[src/logic/mipsPkg.sv]
`default_nettype none

package mipsPkg;

	// Internal operations handed from decode to the second stage
	typedef enum logic [4:0] {
		aluAddu,
		aluSubu,
		aluAnd,
		aluOr,
		aluXor,
		aluSlt,
		aluSltu,
		aluSll, // Fixed and variable forms
		aluSrl,
		aluSra,
		aluLui, // Operand already shifted up
		aluMult,
		aluMultu,
		aluDiv,
		aluDivu,
		aluMfhi,
		aluMflo,
		aluMthi,
		aluMtlo,
		memWord, // LW, SW
		memByte, // LB, LBU, SB
		opNone
	} aluOpT;

	localparam logic [5:0] opSpecial = 6'b000000;
	localparam logic [5:0] opAddiu = 6'b001001;
	localparam logic [5:0] opSlti = 6'b001010;
	localparam logic [5:0] opSltiu = 6'b001011;
	localparam logic [5:0] opAndi = 6'b001100;
	localparam logic [5:0] opOri = 6'b001101;
	localparam logic [5:0] opXori = 6'b001110;
	localparam logic [5:0] opLui = 6'b001111;
	localparam logic [5:0] opLw = 6'b100011;
	localparam logic [5:0] opSw = 6'b101011;
	localparam logic [5:0] opLb = 6'b100000;
	localparam logic [5:0] opLbu = 6'b100100;
	localparam logic [5:0] opSb = 6'b101000;

	localparam logic [5:0] fnAddu = 6'b100001;
	localparam logic [5:0] fnSubu = 6'b100011;
	localparam logic [5:0] fnAnd = 6'b100100;
	localparam logic [5:0] fnOr = 6'b100101;
	localparam logic [5:0] fnXor = 6'b100110;
	localparam logic [5:0] fnSlt = 6'b101010;
	localparam logic [5:0] fnSltu = 6'b101011;
	localparam logic [5:0] fnSll = 6'b000000;
	localparam logic [5:0] fnSrl = 6'b000010;
	localparam logic [5:0] fnSra = 6'b000011;
	localparam logic [5:0] fnSllv = 6'b000100;
	localparam logic [5:0] fnSrlv = 6'b000110;
	localparam logic [5:0] fnSrav = 6'b000111;
	localparam logic [5:0] fnMult = 6'b011000;
	localparam logic [5:0] fnMultu = 6'b011001;
	localparam logic [5:0] fnDiv = 6'b011010;
	localparam logic [5:0] fnDivu = 6'b011011;
	localparam logic [5:0] fnMfhi = 6'b010000;
	localparam logic [5:0] fnMthi = 6'b010001;
	localparam logic [5:0] fnMflo = 6'b010010;
	localparam logic [5:0] fnMtlo = 6'b010011;

	localparam logic [3:0] beWord = 4'b1111;
	localparam logic [3:0] beNone = 4'b0000;

endpackage

`default_nettype wire

[src/logic/aluStage.sv]
`timescale 1ns/1ps
`default_nettype none

module aluStage (
	input  logic clk,
	input  logic rst,
	input  logic decValid,
	input  mipsPkg::aluOpT decOp,
	input  logic [31:0] opA,
	input  logic [31:0] opB,
	input  logic [4:0] shiftAmount,
	input  logic [31:0] hi,
	input  logic [31:0] lo,
	output logic outValid,
	output logic [31:0] aluResult,
	output logic [3:0] byteEnable
);

	logic [31:0] address;
	logic [31:0] result;
	logic [3:0] enable;
	logic signedLess;
	logic unsignedLess;

	assign address = opA + opB; // Shared by ADDU, ADDIU and memory ops
	assign signedLess = $signed(opA) < $signed(opB);
	assign unsignedLess = opA < opB;

	always_comb begin
		result = '0;
		enable = mipsPkg::beNone;
		case (decOp)
			mipsPkg::aluAddu: result = address;
			mipsPkg::aluSubu: result = opA - opB;
			mipsPkg::aluAnd: result = opA & opB;
			mipsPkg::aluOr: result = opA | opB;
			mipsPkg::aluXor: result = opA ^ opB;
			mipsPkg::aluSlt: result = {31'b0, signedLess};
			mipsPkg::aluSltu: result = {31'b0, unsignedLess};
			mipsPkg::aluSll: result = opB << shiftAmount;
			mipsPkg::aluSrl: result = opB >> shiftAmount;
			mipsPkg::aluSra: result = $signed(opB) >>> shiftAmount; // Sign fill
			mipsPkg::aluLui: result = opB;
			mipsPkg::aluMfhi: result = hi;
			mipsPkg::aluMflo: result = lo;
			mipsPkg::memWord: begin
				result = address;
				enable = mipsPkg::beWord;
			end
			mipsPkg::memByte: begin
				result = {address[31:2], 2'b00}; // Word aligned
				enable = 4'b0001 << address[1:0]; // Lane from low bits
			end
			// Multiply, divide, moves to hi/lo and unknown ops give zero
			default: result = '0;
		endcase
	end

	always_ff @(posedge clk) begin
		if (rst) begin
			outValid <= 1'b0;
			aluResult <= '0;
			byteEnable <= mipsPkg::beNone;
		end else begin
			outValid <= decValid;
			aluResult <= decValid ? result : '0;
			byteEnable <= decValid ? enable : mipsPkg::beNone;
		end
	end

	assert property (@(posedge clk) disable iff (rst)
		outValid |-> (byteEnable == mipsPkg::beNone || byteEnable == mipsPkg::beWord ||
			$onehot(byteEnable)))
		else $error("aluStage: illegal byte enable %h", byteEnable);

endmodule

`default_nettype wire

[config.mk]
export PLATFORM = sky130hd
export DESIGN_NAME = aluStage
export DESIGN_NICKNAME = d
export VERILOG_FILES = /design/src/logic/mipsPkg.sv /design/src/logic/aluStage.sv
export SDC_FILE = /design/constraint.sdc
export NUM_CORES = 1
export LEC_CHECK = 0
export ABC_AREA = 0
export BUFFER_PORTS_ARGS = -buffer_cell sky130_fd_sc_hd__buf_4
export CORE_MARGIN = 3
export CORE_UTILIZATION = 51
export CTS_CLUSTER_DIAMETER = 40
export DETAILED_ROUTE_END_ITERATION = 10
export PLACE_DENSITY = 0.8
export SLEW_MARGIN = 25
export SYNTH_ARGS = -nofsm -noshare
export SYNTH_HDL_FRONTEND = slang
export SYNTH_SLANG_ARGS = --single-unit
[constraint.sdc]
create_clock -name clk -period 3 [get_ports clk]
set_input_delay 0.15 -clock clk [delete_from_list [all_inputs] [get_ports clk]]
set_output_delay 0.15 -clock clk [all_outputs]
set_load 0.05 [all_outputs]
==> flow_summary.toml <==
[outcome]
outcome = "complete, no violations"

[grt]
gr-total-overflow = 0
antenna_found_initial = 2
grt_pass1_wl_um = 78900
grt_max_degree = 63
grt_util_all_layers_pct = 45.8
first_global_vias = 13047

[logic_synthesis]
synthCells = 1475
yosys_warnings = 0
synth-compound-area-share_pct = 36.4
ys_seq_area_share_pct = 6.98
synth_top_area_share_pct = 11.8
synth_cell_types = 88
synthSimpleGateAreaFrac_pct = 18.6
synthesis.nets = 1718
synth.avg_cell_area_um2 = 7.19
synthMuxAreaShare_pct = 15.5
synth-async-reset-ratio_pct = 0
yosys_register_bits = 37
netlist_area_um2 = 10600
synth_xor_area_share_pct = 0.908
synth_flop_cell = "dfxtp_1"
synth_top_area_cell = "ha_1"
synth-edff-count = 0
netlist_top_cells_area = "ha_1, mux4_2, dfxtp_1"
synth_top_family_by_area = "compound AO/OA/AOI/OAI gates"
yosys.area_share.adder_pct = 12.2

[drt]
routedWlPerCell_um = 26.9
dr.first_iter.drc_count = 1687
ant_nets = 0
routed_wl_um = 53700
routed_via_density = 7.07
vias = 14093
drc = 0
drt_first_pass_iters = 6

[worst_setup_path]
cp-end-kind = "flop"
arrival_ns = 3.12
crit_chain = "buf_4, buf_4, ha_1, inv_1, fa_2, nor2b_1, o31ai_2, a211oi_1, buf_4, a21bo_2, a311o_2, a41o_1, xor2_1, a221oi_2, nor2_1"
cpMaxStageDelayCell = "a311o_2"
worstSetupPathDepth = 15
criticalPathCategory = "input port to flop"
startpoint = "opB[0]"
max_stage_delay_ns = 0.48
critPathMostFrequentCell = "buf_4"
cp.buffers_inverters = 4
cp_max_fo = 8
crit_family = "compound AO/OA/AOI/OAI gates"
endpoint = "aluResult[26]"
crit_required_ns = 3.19
start_kind = "input port"

[clock_tree]
cts_max_path_buffers = 2
root_buffer = "clkbuf_16"
cts.htree.levels = 2
cts_tree = "built"
post_cts_buffers = 0
cts.sinks = 37
cts_buffers = 5
clk_pin_slew_worst_paths_ns = 0.08

[timing]
rsz0062_at_grt = "yes"
worstMarginPinSlew_ns = 0.860
finalHoldViolCount = 0
maxSlewHeadroom_pct = 42.5
slew_violations = 0
min_period_ns = 2.92
hold_slack_ns = 0.137
period_share_pct = 97.4
setup_viol = 0
layout_setup_ws_ns = 0.0774
tns_ns = 0
max_freq_mhz = 342

[layout]
final_cells = 1994
n_fill_cell = 1807
syn2layout_area_growth_pct = 27.1
nets = 1965
seq_area_um2 = 741
final_cell_mix = "buf_4, nor2_1, a21oi_1, nand2_1, inv_1"
multiInputGateArea_um2 = 8960
post-route-util_pct = 66.2
mostFrequentLayoutCell = "buf_4"
drive_gt1_share_pct = 28.2
fin_area_um2 = 13500

[placed_design]
placed_cells = 1985
pre_cts_ws_ns = -0.246
gp_congestion = 1.07
portBuffers = 177
placed_area_um2 = 13300
hpwlAfterDp_um = 41900

[floorplanning]
die_y_um = 150
die_area_um2 = 22600
die-width_um = 150
placeableCoreArea_um2 = 20400
io_pins = 178
initial_core_util_pct = 52.1
rows = 52

[power_and_ir_drop]
p_seq_share_pct = 14.8
pwr-share-clk_pct = 20.0
swShare_pct = 46.4
fin_total_pwr_mw = 3.48
power_per_cell_area_nw_per_um2 = 258
p_int_mw = 1.87
total_leakage_power_nw = 6.04
vdd_ir_drop_max_mv = 0.215
comb_power_share_pct = 65.2
switchingPower_mw = 1.62

[hold_path]
hold_path_class = "input port to flop"
holdPathStages = 3

[job]
max_cap_violations = 0
per-layer routing:
metal,vias up,GRT usage [%],share of wire [%]
li1,6079,-,-
met1,6547,58.9,36
met2,1222,69.0,42
met3,243,12.0,14
met4,2,26.8,7.4
met5,-,0,0.024
cells in the mapped netlist, types with 19 or more instances:
library cell and number:
a31oi_1 30, mux4_2 49, inv_1 106, nand2_1 117
a21o_1 19, a21oi_1 125, buf_2 26, a211oi_1 31
o211ai_1 22, nor3_1 30, ha_1 100, o21ai_0 96
a221oi_1 34, nor2_1 147, mux2i_1 35, o22ai_1 25
a22oi_1 27, clkbuf_1 79, nand3_1 25, dfxtp_1 37
nand2b_1 21
worst min path at each step:
stage / startpoint / to / slack, ns
floorplan: decValid / outValid / 0.34
global placement: lo[12] / aluResult[12] / 0.44
detailed placement: hi[14] / aluResult[14] / 0.44
CTS: hi[14] / aluResult[14] / 0.13
global route: hi[14] / aluResult[14] / 0.16
finish: hi[14] / aluResult[14] / 0.14
power by group through the flow:
| stage | combinational, mW | sequential (mW) | clock [mW] |
|---|---|---|---|
| CTS | 2.17 | 0.514 | 0.691 |
| global route | 2.39 | 0.516 | 0.711 |
| floorplan | 1.20 | 0.582 | 0 |
| finish | 2.27 | 0.515 | 0.698 |
| global placement | 2.14 | 0.525 | 0 |
| detailed placement | 2.16 | 0.525 | 0 |
layout make-up:
class,count,area share (%)
flip-flops and latches,37,5.49
diodes,1,0.0186
clock buffers,6,1.03
repair buffers,371,21.2
clock inverters,2,0.278
multi-input cells,1198,66.4
well taps,270,2.50
inverters,109,3.03
sequential cells by signal, summed over array words and instances, names as in the netlist:
register    count
outValid        1
byteEnable      4
aluResult      32
timing repair:
action | in CTS | in global routing
hold buffers | 0 | 0
resized for setup | 0 | 14
endpoints found under the setup margin | 0 | 7
cell families (layout without fill, tap and decap cells):
logic type | Yosys count | in the layout
mux | 101 | 101
xor+xnor | 11 | 11
buf+inv | 240 | 488
compound gates | 558 | 558
other cells | 0 | 1
flops | 37 | 37
simple gates | 426 | 426
fa+ha+maj | 102 | 102
(Power assumes the default switching activity.)
