File: src/logic/mipsPkg.sv
`default_nettype none

package mipsPkg;

	// Internal operations handed from decode to the second stage
	typedef enum logic [4:0] {
		aluAddu,
		aluSubu,
		aluAnd,
		aluOr,
		aluXor,
		aluSlt,
		aluSltu,
		aluSll, // Fixed and variable forms
		aluSrl,
		aluSra,
		aluLui, // Operand already shifted up
		aluMult,
		aluMultu,
		aluDiv,
		aluDivu,
		aluMfhi,
		aluMflo,
		aluMthi,
		aluMtlo,
		memWord, // LW, SW
		memByte, // LB, LBU, SB
		opNone
	} aluOpT;

	localparam logic [5:0] opSpecial = 6'b000000;
	localparam logic [5:0] opAddiu = 6'b001001;
	localparam logic [5:0] opSlti = 6'b001010;
	localparam logic [5:0] opSltiu = 6'b001011;
	localparam logic [5:0] opAndi = 6'b001100;
	localparam logic [5:0] opOri = 6'b001101;
	localparam logic [5:0] opXori = 6'b001110;
	localparam logic [5:0] opLui = 6'b001111;
	localparam logic [5:0] opLw = 6'b100011;
	localparam logic [5:0] opSw = 6'b101011;
	localparam logic [5:0] opLb = 6'b100000;
	localparam logic [5:0] opLbu = 6'b100100;
	localparam logic [5:0] opSb = 6'b101000;

	localparam logic [5:0] fnAddu = 6'b100001;
	localparam logic [5:0] fnSubu = 6'b100011;
	localparam logic [5:0] fnAnd = 6'b100100;
	localparam logic [5:0] fnOr = 6'b100101;
	localparam logic [5:0] fnXor = 6'b100110;
	localparam logic [5:0] fnSlt = 6'b101010;
	localparam logic [5:0] fnSltu = 6'b101011;
	localparam logic [5:0] fnSll = 6'b000000;
	localparam logic [5:0] fnSrl = 6'b000010;
	localparam logic [5:0] fnSra = 6'b000011;
	localparam logic [5:0] fnSllv = 6'b000100;
	localparam logic [5:0] fnSrlv = 6'b000110;
	localparam logic [5:0] fnSrav = 6'b000111;
	localparam logic [5:0] fnMult = 6'b011000;
	localparam logic [5:0] fnMultu = 6'b011001;
	localparam logic [5:0] fnDiv = 6'b011010;
	localparam logic [5:0] fnDivu = 6'b011011;
	localparam logic [5:0] fnMfhi = 6'b010000;
	localparam logic [5:0] fnMthi = 6'b010001;
	localparam logic [5:0] fnMflo = 6'b010010;
	localparam logic [5:0] fnMtlo = 6'b010011;

	localparam logic [3:0] beWord = 4'b1111;
	localparam logic [3:0] beNone = 4'b0000;

endpackage

`default_nettype wire

File: src/logic/decodeStage.sv
`timescale 1ns/1ps
`default_nettype none

module decodeStage (
	input  logic clk,
	input  logic rst,
	input  logic inValid,
	input  logic [31:0] instruction,
	input  logic [31:0] readData1,
	input  logic [31:0] readData2,
	output logic decValid,
	output mipsPkg::aluOpT decOp,
	output logic [31:0] opA,
	output logic [31:0] opB,
	output logic [4:0] shiftAmount
);

	logic [5:0] opcode;
	logic [5:0] func;
	logic [15:0] immediate;
	logic [4:0] shamt;
	logic [31:0] immSe;
	logic [31:0] immZe;
	logic [31:0] immUp;

	mipsPkg::aluOpT nextOp;
	logic [31:0] nextB;
	logic [4:0] nextShift;

	assign opcode = instruction[31:26];
	assign func = instruction[5:0];
	assign immediate = instruction[15:0];
	assign shamt = instruction[10:6];

	assign immSe = {{16{immediate[15]}}, immediate};
	assign immZe = {16'b0, immediate};
	assign immUp = {immediate, 16'b0};

	// Variable shifts have func[2] set
	assign nextShift = func[2] ? readData1[4:0] : shamt;

	always_comb begin
		nextOp = mipsPkg::opNone;
		nextB = readData2;
		case (opcode)
			mipsPkg::opSpecial: begin
				case (func)
					mipsPkg::fnAddu: nextOp = mipsPkg::aluAddu;
					mipsPkg::fnSubu: nextOp = mipsPkg::aluSubu;
					mipsPkg::fnAnd: nextOp = mipsPkg::aluAnd;
					mipsPkg::fnOr: nextOp = mipsPkg::aluOr;
					mipsPkg::fnXor: nextOp = mipsPkg::aluXor;
					mipsPkg::fnSlt: nextOp = mipsPkg::aluSlt;
					mipsPkg::fnSltu: nextOp = mipsPkg::aluSltu;
					mipsPkg::fnSll, mipsPkg::fnSllv: nextOp = mipsPkg::aluSll;
					mipsPkg::fnSrl, mipsPkg::fnSrlv: nextOp = mipsPkg::aluSrl;
					mipsPkg::fnSra, mipsPkg::fnSrav: nextOp = mipsPkg::aluSra;
					mipsPkg::fnMult: nextOp = mipsPkg::aluMult;
					mipsPkg::fnMultu: nextOp = mipsPkg::aluMultu;
					mipsPkg::fnDiv: nextOp = mipsPkg::aluDiv;
					mipsPkg::fnDivu: nextOp = mipsPkg::aluDivu;
					mipsPkg::fnMfhi: nextOp = mipsPkg::aluMfhi;
					mipsPkg::fnMflo: nextOp = mipsPkg::aluMflo;
					mipsPkg::fnMthi: nextOp = mipsPkg::aluMthi;
					mipsPkg::fnMtlo: nextOp = mipsPkg::aluMtlo;
					default: nextOp = mipsPkg::opNone;
				endcase
			end
			mipsPkg::opAddiu: begin
				nextOp = mipsPkg::aluAddu;
				nextB = immSe;
			end
			mipsPkg::opSlti: begin
				nextOp = mipsPkg::aluSlt;
				nextB = immSe;
			end
			mipsPkg::opSltiu: begin
				nextOp = mipsPkg::aluSltu;
				nextB = immZe;
			end
			mipsPkg::opAndi: begin
				nextOp = mipsPkg::aluAnd;
				nextB = immZe;
			end
			mipsPkg::opOri: begin
				nextOp = mipsPkg::aluOr;
				nextB = immZe;
			end
			mipsPkg::opXori: begin
				nextOp = mipsPkg::aluXor;
				nextB = immZe;
			end
			mipsPkg::opLui: begin
				nextOp = mipsPkg::aluLui;
				nextB = immUp;
			end
			mipsPkg::opLw, mipsPkg::opSw: begin
				nextOp = mipsPkg::memWord;
				nextB = immSe; // Offset from base
			end
			mipsPkg::opLb, mipsPkg::opLbu, mipsPkg::opSb: begin
				nextOp = mipsPkg::memByte;
				nextB = immSe;
			end
			default: nextOp = mipsPkg::opNone;
		endcase
	end

	always_ff @(posedge clk) begin
		if (rst) begin
			decValid <= 1'b0;
		end else begin
			decValid <= inValid;
		end
	end

	always_ff @(posedge clk) begin
		decOp <= nextOp;
		opA <= readData1;
		opB <= nextB;
		shiftAmount <= nextShift;
	end

	assert property (@(posedge clk) disable iff (rst) inValid |-> !$isunknown(instruction))
		else $error("decodeStage: instruction has unknown bits while valid");

endmodule

`default_nettype wire

File: config.mk
export PLATFORM = sky130hd
export DESIGN_NAME = decodeStage
export DESIGN_NICKNAME = d
export VERILOG_FILES = /design/src/logic/mipsPkg.sv /design/src/logic/decodeStage.sv
export SDC_FILE = /design/constraint.sdc
export NUM_CORES = 1
export LEC_CHECK = 0
export BUFFER_PORTS_ARGS = -buffer_cell sky130_fd_sc_hd__buf_2
export CAP_MARGIN = 20
export CORE_ASPECT_RATIO = 0.75
export CORE_UTILIZATION = 32
export CTS_CLUSTER_SIZE = 8
export DETAILED_ROUTE_END_ITERATION = 10
export HOLD_SLACK_MARGIN = 0.02
export PLACE_DENSITY = 0.72
export SYNTH_ARGS = -nofsm -noshare
export SYNTH_HDL_FRONTEND = slang
export SYNTH_SLANG_ARGS = --single-unit
File: constraint.sdc
create_clock -name clk -period 2 [get_ports clk]
set_input_delay 0.2 -clock clk [delete_from_list [all_inputs] [get_ports clk]]
set_output_delay 0.2 -clock clk [all_outputs]
set_load 0.01 [all_outputs]
==> metrics.txt, run 1 <==
Area growth syn-to-layout 58.8%; post_cts resized 0; Slew HR 0.622; largest net degree at the start of global routing 33; HP Class in2reg; die height 80.0 um; DRC 0; crit-path leading delay family simple AND/OR/NAND/NOR gates; PD cells 860 nW/um^2; vias in the first global route 2407; Avg Cell Area, Syn 12.0 sq um; Synth cell types 49; Core Util, Final 0.523; multi-input logic area 978 sq um; HPWL after DPL 5540 um; final wirelength 7950 um; drt first pass iters 4; f_max 0.659 GHz; data arrival time of the critical path 1.74 ns; Final Non-Filler Cells 530; worst slack, placed 0.137 ns; fin crit share 0.758; Crit Path Category in2reg; unrepaired setup endpoints after global routing false; highest-delay cell along the critical path or4_1; Port Buffers 163; Top Usage Layer GRT met2; CP Launch Type input port; Initial Utilization 0.329; FF+latch count, synth 75; layout cell share with drive strength beyond 1 0.487; final antenna-violating net count 0; register area 1500 sq um; Post-CTS Setup Bufs 0; via count 2509; final instance area 4120 sq um; register area share after synthesis 0.578; first-pass GRT wire length 11900 um; status complete, no violations; GRT Overall Usage 0.185; Worst-Margin Slew 0.553 ns; nets@finish 524; most common cell after layout, fill and taps aside buf_2; Core Rows 28; GRT met3 Usage 0.0473; Die ar. 8480 sq um; clk slew on worst S/H paths 0.09 ns; Final Wtd Congestion 0.847; # clock sinks 75; fill cell count 710; TritonCTS clock tree yes; cts bufs inserted 9; Final min period 1.52 ns; cell breakdown of the critical path buf_2 -> nor2b_2 -> o21a_1 -> or4_1 -> buf_12 -> a221o_1; setup TNS 0 ns; CTS Buffer Depth 2; post-synthesis cell count 216; initial antenna violation count 0; root buf cell clkbuf_8; Mapped Area 2600 sq um; core area 7880 sq um; initial drt markers 107; synth warn 0; WP buf/inv 2; peak supply drop 0.000464 V; Via density 4.73; H-tree depth 3; MaxCap Viol Count 0; met2 Usage GRT 0.324; drt wl/cell 15.0 um; Max Slew Vio Count 0; LEAKAGE 0.00196 uW; most frequent cells in the layout buf_2 (163), dfxtp_1 (75), dlygate4sd3_1 (33), a22o_1 (16), a221o_1 (15); CTS Hold Buffers Added 33; syn nets 320; GR Overflow Total 0; dpl cells 481; CP peak stage delay 0.46 ns; CP max FO 32; DP Area 3560 sq um; number of synthesized flops with an enable pin 0; Diodes inserted 0; final hold vios 0; Req. time, crit path 2.23 ns; Die X 106 um; PnR worst setup slack 0.483 ns; FFs w/ async S/R, synth 0; Ports 174; Primary FF master, synth dfxtp_1; global-route track usage on met1 0.222; final setup vio count 0; crit end category flop
Yosys cell counts (all sizes together), types with 2 or more instances:
cell      n  area, sq um
nand3b    2         15.0
dfxtp    75         1500
mux2      7         78.8
ha        5         62.6
a221o    15          150
nor3      3         15.0
a22o     16          140
o21ai     3         15.0
a21o      2         15.0
inv       5         18.8
nor2      4         15.0
nor4      2         18.8
nand2     5         18.8
nor3b     3         22.5
a2bb2oi   2         17.5
or3       4         25.0
clkbuf    6         22.5
or4       2         15.0
maj3      2         20.0
nand2b    4         25.0
nor2b     9         58.8
a2111oi   2         36.3
buf      11         80.1
a211oi    2         15.0
a211o     2         17.5
a21oi     6         33.8
state kept, by name (all words and copies together), names as in the netlist:
register	count
shiftAmount	5
opB	32
decOp	5
decValid	1
opA	32
per-stage QoR:
stage / hold slack (ns) / total power (uW)
after detailed placement: 0.304 / 2190
final: 0.0522 / 3540
after global placement: 0.303 / 2180
after global routing: 0.0432 / 3720
after floorplan: 0.228 / 1930
after CTS: 0.0368 / 3580
path summary, 6_finish.rpt:
kind       startpoint  endpoint  slack, ns  depth (start not counted)
max   instruction[27]   opB[28]       0.48                          6
min     readData2[31]   opB[31]       0.05                          2
layer usage:
layer  wire [um]  part of all wire
met5           0                 0
met2        4030              0.51
met1        3380              0.43
met4         106             0.013
met3         428             0.054
layout make-up:
class / instances / area share
tap: 105 / 0.0319
timing repair buffer: 210 / 0.306
multi-input combinational: 119 / 0.237
sequential: 75 / 0.364
clock buffer: 9 / 0.0300
clock inverter: 7 / 0.0258
inverter: 5 / 0.00455
logic make-up (layout without fill, tap and decap cells):
group	after synthesis	count (layout)	share of synthesized area
multiplexers	8	8	0.0342
flip-flops	75	75	0.578
AND/OR/NAND/NOR	41	41	0.0978
adder cells (fa/ha/maj)	7	7	0.0318
buffers and inverters	22	231	0.0467
AO/OA/AOI/OAI	62	62	0.208
XOR/XNOR	1	1	0.00337
power breakdown:
group | leakage, uW | internal (uW) | switching [uW]
clock | 0.000116 | 725 | 612
sequential | 0.000631 | 1610 | 25.7
combinational | 0.00121 | 301 | 274
total | 0.00196 | 2630 | 912
(Power assumes the default switching activity.)
==> inputs of run 2 (changes only) <==
Clock period 2 ns to 1.5 ns, I/O delays scaled along.
==> metrics.txt, run 2 (synthesized netlist as in run 1, its figures left out) <==
status complete, no violations; fin crit share 0.960; H-tree depth 3; Ports 174; clk slew on worst S/H paths 0.08 ns; die height 80.0 um; Die ar. 8480 sq um; most frequent cells in the layout buf_2 (163), dfxtp_1 (75), dlygate4sd3_1 (46), buf_4 (30), a22o_1 (16); final antenna-violating net count 0; final setup vio count 0; TritonCTS clock tree yes; Worst setup endpoint opB[20]; PD cells 1090 nW/um^2; GRT Overall Usage 0.198; Worst path depth 6; initial antenna violation count 0; DRC 0; Core Rows 28; Worst-Margin Slew 0.682 ns; worst slack, placed -0.373 ns; # clock sinks 75; Die X 106 um; highest-delay cell along the critical path or4_4; Crit Path Category in2reg; CP peak stage delay 0.43 ns; MaxCap Viol Count 0; initial drt markers 130; LEAKAGE 0.00211 uW; Max Slew Vio Count 0; drt wl/cell 15.3 um; Area growth syn-to-layout 70.1%; via count 2678; biggest regs opA x32, opB x32; DP Area 3690 sq um; WP buf/inv 2; final wirelength 8560 um; largest net degree at the start of global routing 33; CP max FO 32; drt first pass iters 4; Diodes inserted 0; layout cell share with drive strength beyond 1 0.496; CP Launch Type input port; final instance area 4420 sq um; final hold vios 0; data arrival time of the critical path 1.66 ns; Port Buffers 163; crit-path leading delay family simple AND/OR/NAND/NOR gates; Via density 4.77; cell breakdown of the critical path buf_2 -> nor2b_2 -> o21a_1 -> or4_4 -> buf_12 -> a221o_1; Req. time, crit path 1.72 ns; peak supply drop 0.000538 V; vias in the first global route 2653; most common cell after layout, fill and taps aside buf_2; crit end category flop; Slew HR 0.544; root buf cell clkbuf_8; nets@finish 555; cts bufs inserted 9; Initial Utilization 0.329; core area 7880 sq um; CP Launch Point instruction[27]; HP Class in2reg; f_max 0.695 GHz; Final min period 1.44 ns; Final Wtd Congestion 0.905; CTS Buffer Depth 2; GR Overflow Total 0; fill cell count 689; unrepaired setup endpoints after global routing false; HPWL after DPL 5920 um; first-pass GRT wire length 12900 um; PnR worst setup slack 0.0606 ns
run 2: power by group:
part	switching, uW	internal [uW]
logic	388	462
registers	37.8	2140
clock network	795	1000
total	1220	3610
run 2: what timing repair did:
item / 4_1_cts / 5_1_grt
resized for setup: 0 / 2
buffers inserted: 1 / 0
hold buffers: 45 / 1
cloned: 0 / 0
endpoints found under the hold margin: 45 / 1
endpoints found under the setup margin: 6 / 15
pin swaps: 1 / 0
run 2: how the worst min path moves through the flow:
stage,from,to,cells past startpoint
CTS,readData2[9],opB[9],2
detailed placement,readData1[11],opA[11],1
finish,inValid,decValid,2
global route,inValid,decValid,2
global placement,readData1[20],opA[20],1
floorplan,readData1[0],opA[0],0
run 2: final cells by class:
| class | count | area, sq um | share of cell area |
|---|---|---|---|
| Timing Repair Buffer | 241 | 1540 | 0.349 |
| Sequential cell | 75 | 1500 | 0.340 |
| Multi-Input combinational cell | 119 | 988 | 0.224 |
| Clock buffer | 10 | 138 | 0.0312 |
| Tap cell | 105 | 131 | 0.0298 |
| Clock inverter | 6 | 96.3 | 0.0218 |
| Inverter | 5 | 18.8 | 0.00425 |
run 2: through the flow:
stage	total power (uW)	cells	util	setup TNS [ns]	hold slack, ns
floorplan	2570	216	-	-2.93	0.178
detailed placement	2960	498	0.468	-10.89	0.254
CTS	4880	560	0.558	0	0.0215
finish	4830	561	0.560	0	0.0389
global route	5060	561	0.560	0	0.0242
global placement	2950	498	0.468	-8.40	0.253
run 2: metal layers:
metal / wire [um] / up-vias / track usage
li1: - / 1273 / -
met2: 4430 / 134 / 0.369
met1: 3380 / 1260 / 0.222
met4: 121 / 0 / 0.0708
met5: 0 / - / 0
met3: 626 / 11 / 0.0473
==> inputs of run 3 (changes only) <==
Settings changed: CORE_MARGIN set to 2.
==> metrics.txt, run 3 (synthesized netlist as in run 1, its figures left out) <==
status complete, no violations; PnR worst setup slack 0.0997 ns; Ports 174; Crit Path Category in2reg; DP Area 3700 sq um; PD cells 1070 nW/um^2; Via density 4.70; data arrival time of the critical path 1.62 ns; routed wl met2 4280 um; Final min period 1.40 ns; biggest regs opA x32, opB x32; CP Launch Type input port; root buf cell clkbuf_8; Die ar. 8860 sq um; TritonCTS clock tree yes; Core Rows 28; die height 82.0 um; highest-delay cell along the critical path or4_1; drt wl/cell 15.4 um; Req. time, crit path 1.72 ns; Diodes inserted 0; nets@finish 550; most frequent cells in the layout buf_2 (163), dfxtp_1 (75), dlygate4sd3_1 (42), buf_4 (29), a22o_1 (16); clk slew on worst S/H paths 0.08 ns; initial drt markers 147; Metal-1 WL 3570 um; f_max 0.714 GHz; LEAKAGE 0.00208 uW; Hold Startpoint readData2[9]; first-pass GRT wire length 12200 um; final antenna-violating net count 0; Die X 108 um; final wirelength 8570 um; fin crit share 0.934; MaxCap Viol Count 0; setup TNS 0 ns; DRC 0; peak supply drop 0.000559 V; most common cell after layout, fill and taps aside buf_2; core area 7880 sq um; cell breakdown of the critical path buf_2 -> nor2b_2 -> o21a_1 -> or4_1 -> buf_12 -> a221o_1; CP peak stage delay 0.45 ns; final hold vios 0; initial antenna violation count 0; GR Overflow Total 0; vias in the first global route 2535; Hold Path Sink opB[9]; CP max FO 32; final setup vio count 0; hold slack 0.0384 ns; CTS Buffer Depth 2; worst slack, placed -0.242 ns; Worst-Margin Slew 0.656 ns; largest net degree at the start of global routing 33; hold path depth 2; HPWL after DPL 6070 um; Area growth syn-to-layout 67.2%; unrepaired setup endpoints after global routing false; via count 2615; Port Buffers 163; crit-path leading delay family simple AND/OR/NAND/NOR gates; met3 wire length 610 um; Final Wtd Congestion 0.852; Max Slew Vio Count 0; # clock sinks 75; GRT Overall Usage 0.182; uppermost layer routed met4; cts bufs inserted 9; layout cell share with drive strength beyond 1 0.497; H-tree depth 3; Slew HR 0.562; final instance area 4340 sq um; drt first pass iters 4; crit end category flop; HP Class in2reg; overall power 4630 uW; Initial Utilization 0.329; WP buf/inv 2
==> run 3: cell count changes in the layout (fill, tap and decap cells not counted) <==
cell           before  now
buf_4              30   29
bufinv_16           2    1
or4_1               1    2
clkinv_2            0    1
dlygate4sd3_1      46   42
or4_4               1    0
clkinv_4            1    2
clkinvlp_4          1    0
==> run 3: area by class of cell <==
class	count	area [sq um]
Timing Repair Buffer	236	1490
Multi-Input combinational cell	119	985
Clock buffer	10	138
Inverter	5	18.8
Fill cell	681	3540
Clock inverter	6	72.6
Sequential cell	75	1500
Tap cell	105	131
==> run 3: how the worst max path moves through the flow <==
stage | startpoint | cells past startpoint | end | slack, ns
6_report | instruction[27] | 6 | opB[28] | 0.1
5_1_grt | instruction[27] | 6 | opB[17] | 0.07
4_1_cts | instruction[27] | 6 | opB[28] | 0.13
3_5_place_dp | instruction[27] | 6 | opB[28] | -0.24
3_3_place_gp | instruction[27] | 6 | opB[25] | -0.21
2_1_floorplan | instruction[29] | 7 | opB[22] | -0.15
==> run 3: what timing repair did <==
item | in CTS | in global routing
hold buffers | 42 | 0
hold endpoints to repair | 41 | 0
setup buffers | 0 | 0
resized for setup | 0 | 1
endpoints found under the setup margin | 0 | 9
==> run 3: stage by stage <==
step                utilization  std cells
finish                    0.551        556
global route              0.551        556
CTS                       0.550        556
detailed placement        0.470        498
global placement          0.470        498
floorplan                     -        216
==> run 3: report_power, final <==
part,switching [uW],internal (uW)
Combinational,383,454
Clock,778,835
Sequential,37.0,2140
Total,1200,3430
==> run 3: per-layer routing <==
| metal | GRT usage | vias up |
|---|---|---|
| met5 | 0 | - |
| met4 | 0.0731 | 0 |
| met3 | 0.0476 | 13 |
| met2 | 0.324 | 103 |
| met1 | 0.209 | 1235 |
| li1 | - | 1264 |
